==> src/ptr_pkg.sv <==
////////////////////////////////////////////////////////////
// encodings shared by the TRN decoder, the ring registers and
// the descriptor fetcher; register window sits at BAR offset 0
////////////////////////////////////////////////////////////

package ptr_pkg;

    ////////////////////////////////////////////////////////////
    // TLP fmt/type field, header dword 0 bits 30:24
    ////////////////////////////////////////////////////////////
    typedef enum logic [6:0] {
        MRD32 = 7'b00_00000,    // 3-DW memory read
        MRD64 = 7'b01_00000,    // 4-DW memory read
        MWR32 = 7'b10_00000,    // 3-DW memory write
        MWR64 = 7'b11_00000     // 4-DW memory write
    } tlp_fmt_t;

    // byte offset bit 3 picks the register inside a ring's slot
    typedef enum logic {
        REG_BASE   = 1'b0,      // ring base address
        REG_SW_PTR = 1'b1       // software producer pointer
    } reg_kind_t;

    // descriptor fetch sequencing
    typedef enum logic [1:0] {
        IDLE,                   // waiting for an offered request
        BUS,                    // wishbone read in progress
        HOLD                    // descriptor waiting for ready
    } fetch_state_t;

    ////////////////////////////////////////////////////////////
    // fixed sizes
    ////////////////////////////////////////////////////////////
    localparam int PAYLOAD_DW      = 2;     // one 64-bit register value
    localparam int DESC_BYTES      = 8;     // descriptor stride in host memory
    localparam int REG_STRIDE_LOG2 = 4;     // 16 bytes per ring
    localparam int BAR_APER_LOG2   = 12;    // 4 KB BAR aperture decoded

endpackage

==> src/tlp_wr_decoder.sv <==
////////////////////////////////////////////////////////////
// catches 64-bit register writes on the TRN receive stream
// no back-pressure; NUM_RINGS >= 2; rrem and discontinue ignored
////////////////////////////////////////////////////////////
`timescale 1ns/1ps

module tlp_wr_decoder #(
    parameter int BAR_HIT   = 2,
    parameter int NUM_RINGS = 4
) (
    input  logic                         clk,
    input  logic                         rst,
    input  logic [63:0]                  trn_rd,
    input  logic                         trn_rsof_n,
    input  logic                         trn_reof_n,
    input  logic                         trn_rsrc_rdy_n,
    input  logic [6:0]                   trn_rbar_hit_n,
    output logic                         wr_valid,
    output logic [$clog2(NUM_RINGS)-1:0] wr_ring,
    output ptr_pkg::reg_kind_t           wr_kind,
    output logic [63:0]                  wr_data
);
    import ptr_pkg::*;

    localparam int RB = $clog2(NUM_RINGS);

    typedef enum logic [2:0] {
        ST_HDR,                 // waiting for start of packet
        ST_ADR32,               // address dword plus payload dw0
        ST_ADR64,               // two address dwords
        ST_DAT32,               // payload dw1 only
        ST_DAT64,               // both payload dwords
        ST_SKIP                 // drop until end of packet
    } dec_state_t;

    dec_state_t  state_q;
    tlp_fmt_t    fmt;           // fmt/type of the current beat
    logic        beat;          // source has data
    logic        hdr_ok;        // first beat passes length and bar checks
    logic [31:0] adr_lo;        // low address dword for this beat
    logic        win_ok;        // offset inside register window
    logic [31:0] lo_dw_q;       // 3-DW payload dw0, already swapped

    // PCIe wire order to host order, per dword
    function automatic logic [31:0] dw_swap(input logic [31:0] d);
        return {d[7:0], d[15:8], d[23:16], d[31:24]};
    endfunction

    ////////////////////////////////////////////////////////////
    // header checks
    ////////////////////////////////////////////////////////////
    assign beat   = !trn_rsrc_rdy_n;
    assign fmt    = tlp_fmt_t'(trn_rd[62:56]);
    assign hdr_ok = !trn_rsof_n && !trn_rbar_hit_n[BAR_HIT] &&
                    (trn_rd[41:32] == 10'(PAYLOAD_DW));     // length field

    // 3-DW puts the address in the upper dword, 4-DW low address in the lower
    assign adr_lo = (state_q == ST_ADR32) ? trn_rd[63:32] : trn_rd[31:0];
    assign win_ok = !adr_lo[2] &&                          // qword aligned
                    (adr_lo[BAR_APER_LOG2-1:REG_STRIDE_LOG2+RB] == '0);

    ////////////////////////////////////////////////////////////
    // packet FSM
    ////////////////////////////////////////////////////////////
    always_ff @(posedge clk) begin
        if (rst) begin
            state_q  <= ST_HDR;
            wr_valid <= 1'b0;
        end else begin
            wr_valid <= 1'b0;                               // single-cycle pulse
            if (beat) begin
                case (state_q)
                    ST_HDR: begin
                        if (hdr_ok && fmt == MWR32) begin
                            state_q <= ST_ADR32;
                        end else if (hdr_ok && fmt == MWR64) begin
                            state_q <= ST_ADR64;
                        end else if (!trn_rsof_n && trn_reof_n) begin
                            state_q <= ST_SKIP;             // unsupported, drop rest
                        end
                    end
                    ST_ADR32, ST_ADR64: begin
                        if (win_ok && trn_reof_n) begin
                            state_q <= (state_q == ST_ADR32) ? ST_DAT32 : ST_DAT64;
                        end else begin
                            state_q <= trn_reof_n ? ST_SKIP : ST_HDR;
                        end
                    end
                    ST_DAT32, ST_DAT64: begin
                        if (!trn_reof_n) begin
                            wr_valid <= 1'b1;               // complete 2-DW payload
                        end
                        state_q <= trn_reof_n ? ST_SKIP : ST_HDR;
                    end
                    ST_SKIP: begin
                        if (!trn_reof_n) begin
                            state_q <= ST_HDR;
                        end
                    end
                    default: state_q <= ST_HDR;
                endcase
            end
        end
    end

    ////////////////////////////////////////////////////////////
    // write target and payload capture
    ////////////////////////////////////////////////////////////
    always_ff @(posedge clk) begin
        if (beat) begin
            case (state_q)
                ST_ADR32: begin
                    wr_ring <= adr_lo[REG_STRIDE_LOG2 +: RB];
                    wr_kind <= reg_kind_t'(adr_lo[3]);
                    lo_dw_q <= dw_swap(trn_rd[31:0]);       // payload straddles beats
                end
                ST_ADR64: begin
                    wr_ring <= adr_lo[REG_STRIDE_LOG2 +: RB];
                    wr_kind <= reg_kind_t'(adr_lo[3]);
                end
                ST_DAT32: wr_data <= {dw_swap(trn_rd[63:32]), lo_dw_q};
                ST_DAT64: wr_data <= {dw_swap(trn_rd[31:0]), dw_swap(trn_rd[63:32])};
                default: ;
            endcase
        end
    end

endmodule

==> src/ring_ptr_regs.sv <==
////////////////////////////////////////////////////////////
// per-ring base and pointers, round-robin pick of a pending ring
// offer held until req_take; rewriting an offered ring is not checked
////////////////////////////////////////////////////////////
`timescale 1ns/1ps

module ring_ptr_regs #(
    parameter int NUM_RINGS = 4,
    parameter int RING_LOG2 = 4
) (
    input  logic                         clk,
    input  logic                         rst,
    input  logic                         wr_valid,
    input  logic [$clog2(NUM_RINGS)-1:0] wr_ring,
    input  ptr_pkg::reg_kind_t           wr_kind,
    input  logic [63:0]                  wr_data,
    input  logic                         req_take,
    output logic                         req_valid,
    output logic [$clog2(NUM_RINGS)-1:0] req_ring,
    output logic [63:0]                  req_adr
);
    import ptr_pkg::*;

    localparam int RB = $clog2(NUM_RINGS);

    logic [63:0]          base_q   [NUM_RINGS];    // ring base, host address
    logic [RING_LOG2-1:0] sw_ptr_q [NUM_RINGS];    // producer, written by host
    logic [RING_LOG2-1:0] hw_ptr_q [NUM_RINGS];    // consumer, ours
    logic [RING_LOG2-1:0] occ      [NUM_RINGS];    // slots still to fetch
    logic [NUM_RINGS-1:0] base_ok_q;               // base written since reset
    logic [NUM_RINGS-1:0] pending;
    logic [RB-1:0]        last_q;                  // last ring served
    logic [RB-1:0]        idx;
    logic [RB-1:0]        pick;
    logic                 pick_any;

    ////////////////////////////////////////////////////////////
    // occupancy
    ////////////////////////////////////////////////////////////
    always_comb begin
        for (int r = 0; r < NUM_RINGS; r++) begin
            occ[r]     = sw_ptr_q[r] - hw_ptr_q[r];    // wraps mod ring size
            pending[r] = base_ok_q[r] && (occ[r] != '0);
        end
    end

    // round robin, search starts one past the last served ring
    always_comb begin
        pick_any = 1'b0;
        pick     = last_q;
        idx      = last_q;
        for (int i = 1; i <= NUM_RINGS; i++) begin
            idx = last_q + RB'(i);
            if (!pick_any && pending[idx]) begin
                pick_any = 1'b1;
                pick     = idx;
            end
        end
    end

    ////////////////////////////////////////////////////////////
    // register file
    ////////////////////////////////////////////////////////////
    always_ff @(posedge clk) begin
        if (rst) begin
            for (int r = 0; r < NUM_RINGS; r++) begin
                sw_ptr_q[r] <= '0;
                hw_ptr_q[r] <= '0;
            end
            base_ok_q <= '0;
        end else begin
            if (wr_valid && wr_kind == REG_SW_PTR) begin
                sw_ptr_q[wr_ring] <= wr_data[RING_LOG2-1:0];   // upper bits dropped
            end
            if (wr_valid && wr_kind == REG_BASE) begin
                base_ok_q[wr_ring] <= 1'b1;
            end
            if (req_take) begin
                hw_ptr_q[req_ring] <= hw_ptr_q[req_ring] + 1'b1;
            end
        end
    end

    always_ff @(posedge clk) begin
        if (wr_valid && wr_kind == REG_BASE) begin
            base_q[wr_ring] <= wr_data;
        end
    end

    ////////////////////////////////////////////////////////////
    // registered offer
    ////////////////////////////////////////////////////////////
    always_ff @(posedge clk) begin
        if (rst) begin
            req_valid <= 1'b0;
            last_q    <= RB'(NUM_RINGS - 1);            // ring 0 goes first
        end else if (req_take) begin
            req_valid <= 1'b0;                          // gap while pointer moves
            last_q    <= req_ring;
        end else if (!req_valid && pick_any) begin
            req_valid <= 1'b1;
        end
    end

    always_ff @(posedge clk) begin
        if (!req_valid && pick_any) begin
            req_ring <= pick;
            req_adr  <= base_q[pick] + (64'(hw_ptr_q[pick]) * DESC_BYTES);
        end
    end

endmodule

==> src/wb_desc_fetch.sv <==
////////////////////////////////////////////////////////////
// wishbone classic read master, one transfer at a time
// descriptor held until desc_ready; no error or retry handling
////////////////////////////////////////////////////////////
`timescale 1ns/1ps

module wb_desc_fetch #(
    parameter int NUM_RINGS = 4
) (
    input  logic                         clk,
    input  logic                         rst,
    // request from ring registers
    input  logic                         req_valid,
    input  logic [$clog2(NUM_RINGS)-1:0] req_ring,
    input  logic [63:0]                  req_adr,
    output logic                         req_take,
    // wishbone master
    output logic                         wb_cyc,
    output logic                         wb_stb,
    output logic                         wb_we,
    output logic [63:0]                  wb_adr,
    input  logic [63:0]                  wb_dat_r,
    input  logic                         wb_ack,
    // descriptor out
    output logic                         desc_valid,
    output logic [63:0]                  desc_data,
    output logic [$clog2(NUM_RINGS)-1:0] desc_ring,
    input  logic                         desc_ready
);
    import ptr_pkg::*;

    fetch_state_t state_q;

    ////////////////////////////////////////////////////////////
    // outputs decoded from state
    ////////////////////////////////////////////////////////////
    assign req_take   = (state_q == IDLE) && req_valid;    // only when nothing held
    assign wb_cyc     = (state_q == BUS);
    assign wb_stb     = wb_cyc;                            // classic, no pipelining
    assign wb_we      = 1'b0;                              // reads only
    assign desc_valid = (state_q == HOLD);

    ////////////////////////////////////////////////////////////
    // fetch FSM
    ////////////////////////////////////////////////////////////
    always_ff @(posedge clk) begin
        if (rst) begin
            state_q <= IDLE;
        end else begin
            case (state_q)
                IDLE: begin
                    if (req_valid) begin
                        state_q <= BUS;                    // cyc rises next cycle
                    end
                end
                BUS: begin
                    if (wb_ack) begin
                        state_q <= HOLD;
                    end
                end
                HOLD: begin
                    if (desc_ready) begin
                        state_q <= IDLE;                   // handshake done
                    end
                end
                default: state_q <= IDLE;
            endcase
        end
    end

    ////////////////////////////////////////////////////////////
    // address and data capture
    ////////////////////////////////////////////////////////////
    always_ff @(posedge clk) begin
        if (req_take) begin
            wb_adr    <= req_adr;                          // stable through BUS
            desc_ring <= req_ring;
        end
        if (wb_cyc && wb_ack) begin
            desc_data <= wb_dat_r;                         // held through HOLD
        end
    end

endmodule

==> src/ptr_fetch_top.sv <==
////////////////////////////////////////////////////////////
// TRN register writes in, descriptors out over wishbone reads
////////////////////////////////////////////////////////////
`timescale 1ns/1ps

module ptr_fetch_top #(
    parameter int BAR_HIT   = 2,
    parameter int NUM_RINGS = 4,
    parameter int RING_LOG2 = 4
) (
    input  logic                         clk,
    input  logic                         rst,
    // TRN receive
    input  logic [63:0]                  trn_rd,
    input  logic                         trn_rsof_n,
    input  logic                         trn_reof_n,
    input  logic                         trn_rsrc_rdy_n,
    input  logic [6:0]                   trn_rbar_hit_n,
    // wishbone master
    output logic                         wb_cyc,
    output logic                         wb_stb,
    output logic                         wb_we,
    output logic [63:0]                  wb_adr,
    input  logic [63:0]                  wb_dat_r,
    input  logic                         wb_ack,
    // descriptor out
    output logic                         desc_valid,
    output logic [63:0]                  desc_data,
    output logic [$clog2(NUM_RINGS)-1:0] desc_ring,
    input  logic                         desc_ready
);
    import ptr_pkg::*;

    localparam int RB = $clog2(NUM_RINGS);

    logic          wr_valid;        // decoder to registers
    logic [RB-1:0] wr_ring;
    reg_kind_t     wr_kind;
    logic [63:0]   wr_data;
    logic          req_valid;       // registers to fetcher
    logic [RB-1:0] req_ring;
    logic [63:0]   req_adr;
    logic          req_take;

    tlp_wr_decoder #(.BAR_HIT(BAR_HIT), .NUM_RINGS(NUM_RINGS)) u_decoder (
        .clk, .rst,
        .trn_rd, .trn_rsof_n, .trn_reof_n, .trn_rsrc_rdy_n, .trn_rbar_hit_n,
        .wr_valid, .wr_ring, .wr_kind, .wr_data
    );

    ring_ptr_regs #(.NUM_RINGS(NUM_RINGS), .RING_LOG2(RING_LOG2)) u_regs (
        .clk, .rst,
        .wr_valid, .wr_ring, .wr_kind, .wr_data,
        .req_take, .req_valid, .req_ring, .req_adr
    );

    wb_desc_fetch #(.NUM_RINGS(NUM_RINGS)) u_fetch (
        .clk, .rst,
        .req_valid, .req_ring, .req_adr, .req_take,
        .wb_cyc, .wb_stb, .wb_we, .wb_adr, .wb_dat_r, .wb_ack,
        .desc_valid, .desc_data, .desc_ring, .desc_ready
    );

endmodule

==> config.mk <==
export PLATFORM = sky130hd
export DESIGN_NAME = ptr_fetch_top
export DESIGN_NICKNAME = d
export VERILOG_FILES = /design/src/ptr_pkg.sv /design/src/tlp_wr_decoder.sv /design/src/ring_ptr_regs.sv /design/src/wb_desc_fetch.sv /design/src/ptr_fetch_top.sv
export SDC_FILE = /design/constraint.sdc
export NUM_CORES = 1
export LEC_CHECK = 0
export BUFFER_PORTS_ARGS = -buffer_cell sky130_fd_sc_hd__buf_2
export CAP_MARGIN = 20
export CORE_AREA = 8 8 211 213
export DETAILED_ROUTE_END_ITERATION = 10
export DIE_AREA = 0 0 219 221
export PLACE_DENSITY = 0.91
export SYNTH_ARGS = -nofsm -noshare
export SYNTH_HDL_FRONTEND = slang
export SYNTH_HIERARCHICAL = 1
export SYNTH_SLANG_ARGS = --single-unit
==> constraint.sdc <==
create_clock -name clk -period 16.5 [get_ports clk]
set_clock_uncertainty 0.05 [all_clocks]
set_input_delay 3.3 -clock clk [delete_from_list [all_inputs] [get_ports clk]]
set_output_delay 3.3 -clock clk [all_outputs]
set_load 0.005 [all_outputs]
-- Word level (Yosys, flattened, before mapping)
Memory sizes are Yosys's and may differ from the RTL's. A register that Yosys moved wholly into a read port is not among the register bits.
Cells that the tools add are included.
- register bits after elaboration: 308
- bits in writable memories: 288
- input bits: 142
- logic and storage cells: 148
- memories kept: 3
- $add $sub $neg: 9
- magnitude comparators: 6
- eq/ne operators: 15
- muxes and demuxes: 50
- bitwise logic cells: 4
- reduce and logical (&&, ||, !) cells: 46
- memory list (name ; words ; bits a word ; read ports ; clocked after Yosys merged registers in ; wr ports ; line ; RTL):
    u_regs.base_q ; 4 ; 64 ; 1 ; 0 ; 1 ; ring_ptr_regs.sv:26 ; logic [63:0] base_q [NUM_RINGS];
    u_regs.hw_ptr_q ; 4 ; 4 ; 6 ; 1 ; 4 ; ring_ptr_regs.sv:28 ; logic [RING_LOG2-1:0] hw_ptr_q [NUM_RINGS];
    u_regs.sw_ptr_q ; 4 ; 4 ; 4 ; 0 ; 4 ; ring_ptr_regs.sv:27 ; logic [RING_LOG2-1:0] sw_ptr_q [NUM_RINGS];
- operators with widths (cell ; number):
    one-hot mux 64 bit (2 select lines) ; 1
    adder 64 x 7 -> 64 bit ; 1
    2-to-1 mux 1 bit ; 22
    2-to-1 mux 3 bit ; 7
    logical AND 1 bit ; 20
    2-to-1 mux 2 bit ; 10
    nonzero test 4 bit ; 4
    subtractor 4 bit ; 4
    < comparator 2 x 3 -> 1 bit, second input constant ; 5
    == test 7 bit, second input constant ; 2
    2-to-1 mux 12 bit ; 1
    one-hot mux 3 bit (4 select lines) ; 1
    == test 10 x 2 -> 1 bit, second input constant ; 1
    binary-select mux 1 bit (select 2 bit) ; 4
    2-to-1 mux 4 bit ; 2
    OR reduction 4 bit ; 2
    logical NOT 1 bit ; 7
    == test 3 x 2 -> 1 bit, second input constant ; 2
    == test 3 bit, second input constant ; 2
    logical NOT 6 bit ; 1
    inequality test 2 bit, second input constant ; 3
    one-hot mux 2 bit (3 select lines) ; 1
    AND reduction 2 bit ; 3
    AND reduction 3 bit ; 2
    other kinds (17) ; 22

-- Longest topological paths before layout
Gate-level depths: netlist of the first run.
An unclocked memory read counts as a cell.
- depth in word-level cells: 18
- mapped depth: 26
- gate-level depth less buffers: 19

-- Hierarchy
Netlist of the first run, hierarchy kept.
- by module, submodules not included (module ; instances ; cells each ; area an instance (um2) ; sequential area each (um2)):
    ring_ptr_regs ; 1 ; 1113 ; 16190.5 ; 10810.4
    tlp_wr_decoder ; 1 ; 232 ; 4180.3 ; 3052.9
    wb_desc_fetch ; 1 ; 144 ; 4021.4 ; 3943.8

-- Least setup slack after synthesis of the first run
OpenSTA, ideal clock, no wires.
- path kind: reg-to-reg
- from: reg u_fetch.state_q[1]
- to: mem u_regs.hw_ptr_q[1][0] (enable)
- library setup time: 0.308 ns
- arrival time: 6.819 ns
- data required time: 16.142 ns
- path slack: 9.324 ns
- stages on the path, launching flop included: 6
- buffers on the path: 0
- cells stage by stage: dfxtp_1 nor3b_1 nand2_1 nor2_1 nand2_1 nand2_1
- RTL lines (item ; line ; RTL):
    start, declared ; wb_desc_fetch.sv:32 ; fetch_state_t state_q;
    start signal, assigned ; wb_desc_fetch.sv:48 ; state_q <= IDLE;
    start signal, assigned ; wb_desc_fetch.sv:53 ; state_q <= BUS;
    start signal, assigned ; wb_desc_fetch.sv:58 ; state_q <= HOLD;
    end, declared ; ring_ptr_regs.sv:28 ;

==> results of run 1 <==
-- layout make-up --
type,instances,area [um^2]
timing repair buffer,285,1470
clock inverter,26,280
multi-input combinational,802,6250
inverter,29,109
sequential,598,17800
clock buffer,76,1540
tap,539,674
fill,2593,13200
-- Yosys cell counts (5+ instances only) --
| cell type | number |
|---|---|
| o21ai_0 | 26 |
| nor2b_1 | 10 |
| mux2_2 | 73 |
| xnor2_1 | 48 |
| mux4_2 | 43 |
| buf_4 | 7 |
| a211oi_1 | 17 |
| ha_1 | 17 |
| inv_1 | 27 |
| mux2i_1 | 24 |
| a311oi_1 | 5 |
| nand3_1 | 46 |
| edfxtp_1 | 583 |
| dfxtp_1 | 15 |
| a31o_2 | 11 |
| a21o_1 | 8 |
| nand2b_1 | 7 |
| buf_2 | 26 |
| o2111ai_1 | 6 |
| nand2_1 | 128 |
| nor3_1 | 18 |
| nand4_1 | 23 |
| a21oi_1 | 37 |
| nor4_1 | 7 |
| nand3b_1 | 6 |
| a21boi_0 | 6 |
| or2_2 | 5 |
| and3_1 | 41 |
| xor2_1 | 20 |
| clkbuf_1 | 18 |
| buf_1 | 6 |
| a31oi_1 | 24 |
| nand4b_1 | 5 |
| nor2_1 | 66 |
-- path summary, 6_finish.rpt --
check | from | depth (start not counted) | to | slack [ps]
max | u_regs/hw_ptr_q[3][2]$_DFFE_PP_ | 20 | u_regs/req_adr[35]$_DFFE_PP_ | 9020
min | u_regs/req_adr[13]$_DFFE_PP_ | 0 | u_fetch/wb_adr[13]$_DFFE_PP_ | 370
max reg2reg | u_regs/hw_ptr_q[3][2]$_DFFE_PP_ | 20 | u_regs/req_adr[35]$_DFFE_PP_ | 9020
min reg2reg | u_regs/req_adr[13]$_DFFE_PP_ | 0 | u_fetch/wb_adr[13]$_DFFE_PP_ | 370
-- stage by stage --
step / total power (uW) / utilization / hold WS, ps / std cells
after floorplan: 1980 / - / 350 / 1489
after global placement: 2060 / 0.637 / 357 / 2252
after detailed placement: 2070 / 0.637 / 355 / 2252
after CTS: 3330 / 0.681 / 367 / 2354
after global routing: 3410 / 0.681 / 372 / 2355
final: 3310 / 0.681 / 367 / 2355
-- cells by family (layout without fill, tap and decap cells) --
kind of cell | count (synthesis) | in the layout | synth area share
buf+inv | 89 | 416 | 0.0170
flops | 598 | 598 | 0.730
fa+ha+maj | 18 | 18 | 0.00954
xor+xnor | 68 | 68 | 0.0244
compound gates | 182 | 182 | 0.0523
mux | 140 | 140 | 0.0833
other cells | 1 | 1 | 0.000154
simple gates | 393 | 393 | 0.0833
-- metal layers --
metal,global-route usage,up-vias
met5,0,-
met4,0.0728,0
met3,0.0679,147
met2,0.375,1054
met1,0.307,7144
li1,-,6401
-- state kept, by name (all words and copies together) (netlist names), named ones only --
register	count
u_decoder/lo_dw_q	32
u_decoder/state_q	3
u_decoder/wr_data	64
u_decoder/wr_kind	1
u_decoder/wr_ring	2
u_decoder/wr_valid	1
u_fetch/desc_data	64
u_fetch/desc_ring	2
u_fetch/state_q	2
u_fetch/wb_adr	64
u_regs/base_ok_q	4
u_regs/base_q	256
u_regs/hw_ptr_q	16
u_regs/last_q	2
u_regs/req_adr	64
u_regs/req_ring	2
u_regs/req_valid	1
u_regs/sw_ptr_q	16
-- power groups by stage --
stage                     sequential [uW]  combinational (uW)  clock, uW
final                                1790                 252       1270
after global routing                 1800                 269       1350
after CTS                            1790                 251       1280
after detailed placement             1820                 249          0
after global placement               1820                 241          0
after floorplan                      1800                 178          0
==> impl_metrics.py, run 1 <==
metrics = {
    "clock_network": {
        "cts_sinks": 598,
        "htree_levels": 2,
        "clkLatencyLatePin_ps": 620,
        "post_cts_buffers": 0,
        "cts_buffers": 57,
        "clkTransAtPathRegs_ps": 60,
        "post_cts_resize_count": 0,
        "clockRootBuffer": "clkbuf_16",
        "cts_tree": "done",
        "ctsLongestPathBuffers": 3,
        "hold_buffers": 0,
    },
    "route": {
        "vias_per_cell": 6.26,
        "drtIter0Drc": 2048,
        "wl_met2_um": 27500,
        "vias": 14700,
        "drc": 0,
        "wl_um": 58400,
        "first_pass_iters": 8,
        "ant_nets": 0,
        "top_layer_used": "met4",
        "route.met3.wl_um": 7820,
        "drt-met1-wl_um": 21400,
        "route.detailed.wl_per_inst_um": 24.8,
    },
    "cells_and_area": {
        "stdcell_area_mm2": 0.0281,
        "nets": 1933,
        "syn2layout_area_growth_pct": 15.3,
        "drive_gt1_frac": 0.290,
        "final_cell_mix": "edfxtp_1, buf_2, nand2_1",
        "antennaDiodeCount": 0,
        "layout_commonest_cell": "edfxtp_1",
    },
    "global_routing": {
        "track_usage": 0.234,
        "antenna_found_initial": 0,
        "grt_max_degree": 71,
        "grt_pass1_wl_um": 87400,
        "grt_pass1_vias": 14900,
        "grt_overflow": 0,
    },
    "sta": {
        "finalSetupViolCount": 0,
        "post-route-period-util": 0.453,
        "slew_viol_final": 0,
        "setup_tns_ps": 0,
        "max_freq_ghz": 0.134,
        "fin_crit_ps": 7480,
        "relSlewSlack": 0.196,
        "rsz0062_at_grt": "no",
        "worstMarginPinSlew_ps": 1210,
        "finalHoldViolCount": 0,
        "worst_slack_ps": 9020,
    },
    "power_and_ir_drop": {
        "intPower_uw": 2590,
        "switchingPower_uw": 726,
        "peakVddDrop_v": 0.0000965,
        "powerDensity_mw_per_mm2": 118,
        "comb_power_share": 0.076,
        "total_leakage_power_uw": 0.00985,
        "swShare": 0.219,
        "p_seq_frac": 0.542,
        "p_clk_frac": 0.382,
    },
    "critical_path": {
        "path_common_cell": "a21oi_1",
        "required_ps": 16840,
        "crit_family": "compound AO/OA/AOI/OAI gates",
        "max_stage_delay_ps": 920,
        "crit_chain": "inv_1 > ha_1 > a21oi_1 > a21oi_1 > o2111ai_2 > a221o_1 > a21o_1 > nand2_8 > inv_2 > buf_4 > mux4_2 > ha_1 > fa_1 > a21o_1 > a21oi_1 > nor4_1 > buf_4 > nand4_1 > a21oi_1 > xor2_1",
        "worst-setup-path-type": "flop to flop",
        "startpoint_type": "flop",
        "endpoint_kind": "flop",
        "critPathSlowestCell": "a21o_1",
        "cp_max_fo": 70,
        "critPathBufInv": 4,
        "worstPathArrival_ps": 7820,
    },
    "die": {
        "placementRows": 75,
        "core_mm2": 0.0413,
        "die_x_um": 219,
        "ios": 276,
        "fp.dieH_um": 221,
        "start_util": 0.591,
        "die_area_mm2": 0.0484,
    },
    "synth": {
        "synth-seq-cells": 598,
        "synth_edf_count": 583,
        "synth.avg_cell_area_um2": 16.4,
        "yosys-top-cells-area": "edfxtp_1, mux4_2, mux2_2",
        "ys_async_sr_fraction": 0,
        "synth_cell_type_count": 85,
        "yosysWarnings": 6,
        "synthFlopType": "edfxtp_1",
        "syn-num-nets": 1649,
        "synthCells": 1489,
        "syn-cell-area_mm2": 0.0244,
        "synth.largest_area_cell": "edfxtp_1",
        "seq_area_frac_synth": 0.730,
        "yosysTopAreaCellShare": 0.718,
    },
    "place": {
        "dp_hpwl_um": 41000,
        "preCtsSetupSlack_ps": 9220,
        "port_buffers": 268,
        "gp_congestion": 0.914,
        "placed_area_mm2": 0.0263,
    },
    "min_path": {
        "hp-class": "flop to flop",
    },
    "outcome": {
        "status": "finished clean",
    },
    "flow_run": {
        "maxCapViolations": 0,
    },
}
Note: power is estimated with default switching activity, not from simulation.
==> run 2, diff against run 1 <==
- CORE_AREA: 8 8 211 213 -> 8 8 215 217
- DIE_AREA: 0 0 219 221 -> 0 0 223 225
- PLACE_DENSITY: 0.91 -> 0.88
- clock period: 16.5 -> 7.7 ns (I/O delays scaled with it)
==> run 2 against run 1 <==
  * Cell count grew 0.76%
  * Critical path type unchanged
  * Combinational power grew 120%
  * Maximum frequency grew 26%
  * Non-clock buffer count grew 6
  * Register-to-register slack lost 7300 ps
==> impl_metrics.py, run 2 (synthesized netlist as in run 1, its figures left out) <==
metrics = {
    "outcome": {
        "status": "finished clean",
    },
    "route": {
        "ant_nets": 0,
        "vias_per_cell": 6.16,
        "first_pass_iters": 7,
        "drc": 0,
        "wl_um": 57100,
        "route.detailed.wl_per_inst_um": 24.1,
        "vias": 14600,
        "drtIter0Drc": 1941,
    },
    "cells_and_area": {
        "final_util": 0.661,
        "largest-register": "u_regs/base_q",
        "largest_reg_flops": 256,
        "nets": 1939,
        "nFillCells": 2788,
        "drive_gt1_frac": 0.296,
        "syn2layout_area_growth_pct": 15.6,
        "final_cell_mix": "edfxtp_1, buf_2, nand2_1",
        "layout_commonest_cell": "edfxtp_1",
    },
    "sta": {
        "rsz0062_at_grt": "no",
        "finalHoldViolCount": 0,
        "post-route-period-util": 0.772,
        "finalSetupViolCount": 0,
        "fin_crit_ps": 5940,
        "max_freq_ghz": 0.168,
        "worst_slack_ps": 1760,
        "slew_viol_final": 0,
        "worstMarginPinSlew_ps": 1200,
        "relSlewSlack": 0.199,
        "setup_tns_ps": 0,
        "hold_ws_ps": 364,
    },
    "global_routing": {
        "grt_max_degree": 70,
        "grt_overflow": 0,
        "grt_pass1_vias": 14400,
        "track_usage": 0.222,
        "antenna_found_initial": 2,
        "grt_pass1_wl_um": 86000,
    },
    "die": {
        "placementRows": 76,
        "die_x_um": 223,
        "start_util": 0.571,
        "fp.dieH_um": 225,
        "ios": 276,
        "die_area_mm2": 0.0502,
        "core_mm2": 0.0427,
    },
    "clock_network": {
        "ctsLongestPathBuffers": 3,
        "post_cts_resize_count": 0,
        "clkTransAtPathRegs_ps": 60,
        "clockRootBuffer": "clkbuf_16",
        "cts_buffers": 57,
        "hold_buffers": 0,
        "clkLatencyLatePin_ps": 620,
        "htree_levels": 2,
        "post_cts_buffers": 0,
        "cts_tree": "done",
        "cts_sinks": 598,
    },
    "place": {
        "dp_hpwl_um": 39800,
        "preCtsSetupSlack_ps": 1860,
        "gp_congestion": 0.917,
        "port_buffers": 268,
    },
    "critical_path": {
        "r2r_end": "u_regs/req_adr[30]$_DFFE_PP_",
        "required_ps": 7970,
        "startpoint_type": "flop",
        "worstPathArrival_ps": 6220,
        "worst-setup-path-type": "flop to flop",
        "endpoint_kind": "flop",
        "r2r_slack_ps": 1760,
        "cp_max_fo": 23,
        "reg2reg_from": "u_regs/hw_ptr_q[0][2]$_SDFFCE_PN0P_",
        "worstRegToRegCells": 19,
    },
    "min_path": {
        "hp-class": "flop to flop",
        "hp-start": "u_regs/req_adr[34]$_DFFE_PP_",
        "holdPathStages": 0,
        "hold-path-endpoint": "u_fetch/wb_adr[34]$_DFFE_PP_",
    },
    "power_and_ir_drop": {
        "powerDensity_mw_per_mm2": 252,
        "total_leakage_power_uw": 0.00990,
        "peakVddDrop_v": 0.000202,
    },
    "flow_run": {
        "maxCapViolations": 0,
    },
}
run 2: cell types whose count changed in the layout (fill, tap and decap cells not counted), sizes merged:
cell,delta
bufinv,+1
diode,+1
buf,+6
clkinv,+13
clkbuf,-11
inv,+1
run 2: through the flow:
| step | area (um^2) | std cells | power [uW] |
|---|---|---|---|
| after floorplan | 24400 | 1489 | 4240 |
| after global placement | 26400 | 2266 | 4420 |
| after detailed placement | 26400 | 2266 | 4440 |
| after CTS | 28200 | 2372 | 7150 |
| after global routing | 28200 | 2372 | 7320 |
| final | 28200 | 2373 | 7110 |
run 2: final cells by class:
type | instances | area, um^2 | area share
Sequential cell | 598 | 17800 | 0.631
Multi-Input combinational cell | 802 | 6250 | 0.222
Timing Repair Buffer | 291 | 1510 | 0.0537
Clock buffer | 65 | 1460 | 0.0516
Tap cell | 546 | 683 | 0.0242
Clock inverter | 41 | 383 | 0.0136
Inverter | 29 | 109 | 0.00386
Antenna cell | 1 | 2.50 | 0.0000887
run 2: critical path: stages (launching register included):
cell	delay [ps]
edfxtp_1	420
inv_1	80
ha_1	260
a21oi_1	220
a21oi_1	110
nor4b_2	380
nand2b_1	300
a311oi_1	160
o21a_2	250
inv_2	480
mux4_2	680
ha_1	310
a21o_1	100
a21oi_1	100
nor2b_1	160
nor2_1	110
nor3_1	390
nand3_1	460
nor4_1	480
xor2_1	160
run 2: layer usage:
| layer | GRT usage | vias to the layer above | wire length (um) |
|---|---|---|---|
| met1 | 0.291 | 7131 | 22000 |
| met3 | 0.0599 | 107 | 6810 |
| li1 | - | 6410 | - |
| met4 | 0.0631 | 0 | 1370 |
| met2 | 0.363 | 964 | 27000 |
| met5 | 0 | - | 0 |
run 2: worst max path at each step:
stage	startpoint	endpoint	slack, ps	cells past startpoint
finish	u_regs/hw_ptr_q[0][2]$_SDFFCE_PN0P_	u_regs/req_adr[30]$_DFFE_PP_	1760	19
global placement	u_regs/hw_ptr_q[0][2]$_SDFFCE_PN0P_	u_regs/req_adr[63]$_DFFE_PP_	2070	20
floorplan	u_fetch/state_q[1]$_SDFFE_PP0P_	u_regs/hw_ptr_q[1][0]$_SDFFCE_PN0P_	520	5
detailed placement	u_regs/hw_ptr_q[0][2]$_SDFFCE_PN0P_	u_regs/req_adr[30]$_DFFE_PP_	1860	19
global route	u_regs/sw_ptr_q[0][2]$_SDFFCE_PN0P_	u_regs/req_adr[30]$_DFFE_PP_	1390	18
CTS	u_regs/hw_ptr_q[0][2]$_SDFFCE_PN0P_	u_regs/req_adr[30]$_DFFE_PP_	1820	19
run 2: power by group:
part	switching, uW	internal, uW	total [uW]
Combinational	313	229	542
Clock	1170	1560	2730
Sequential	98.0	3740	3840
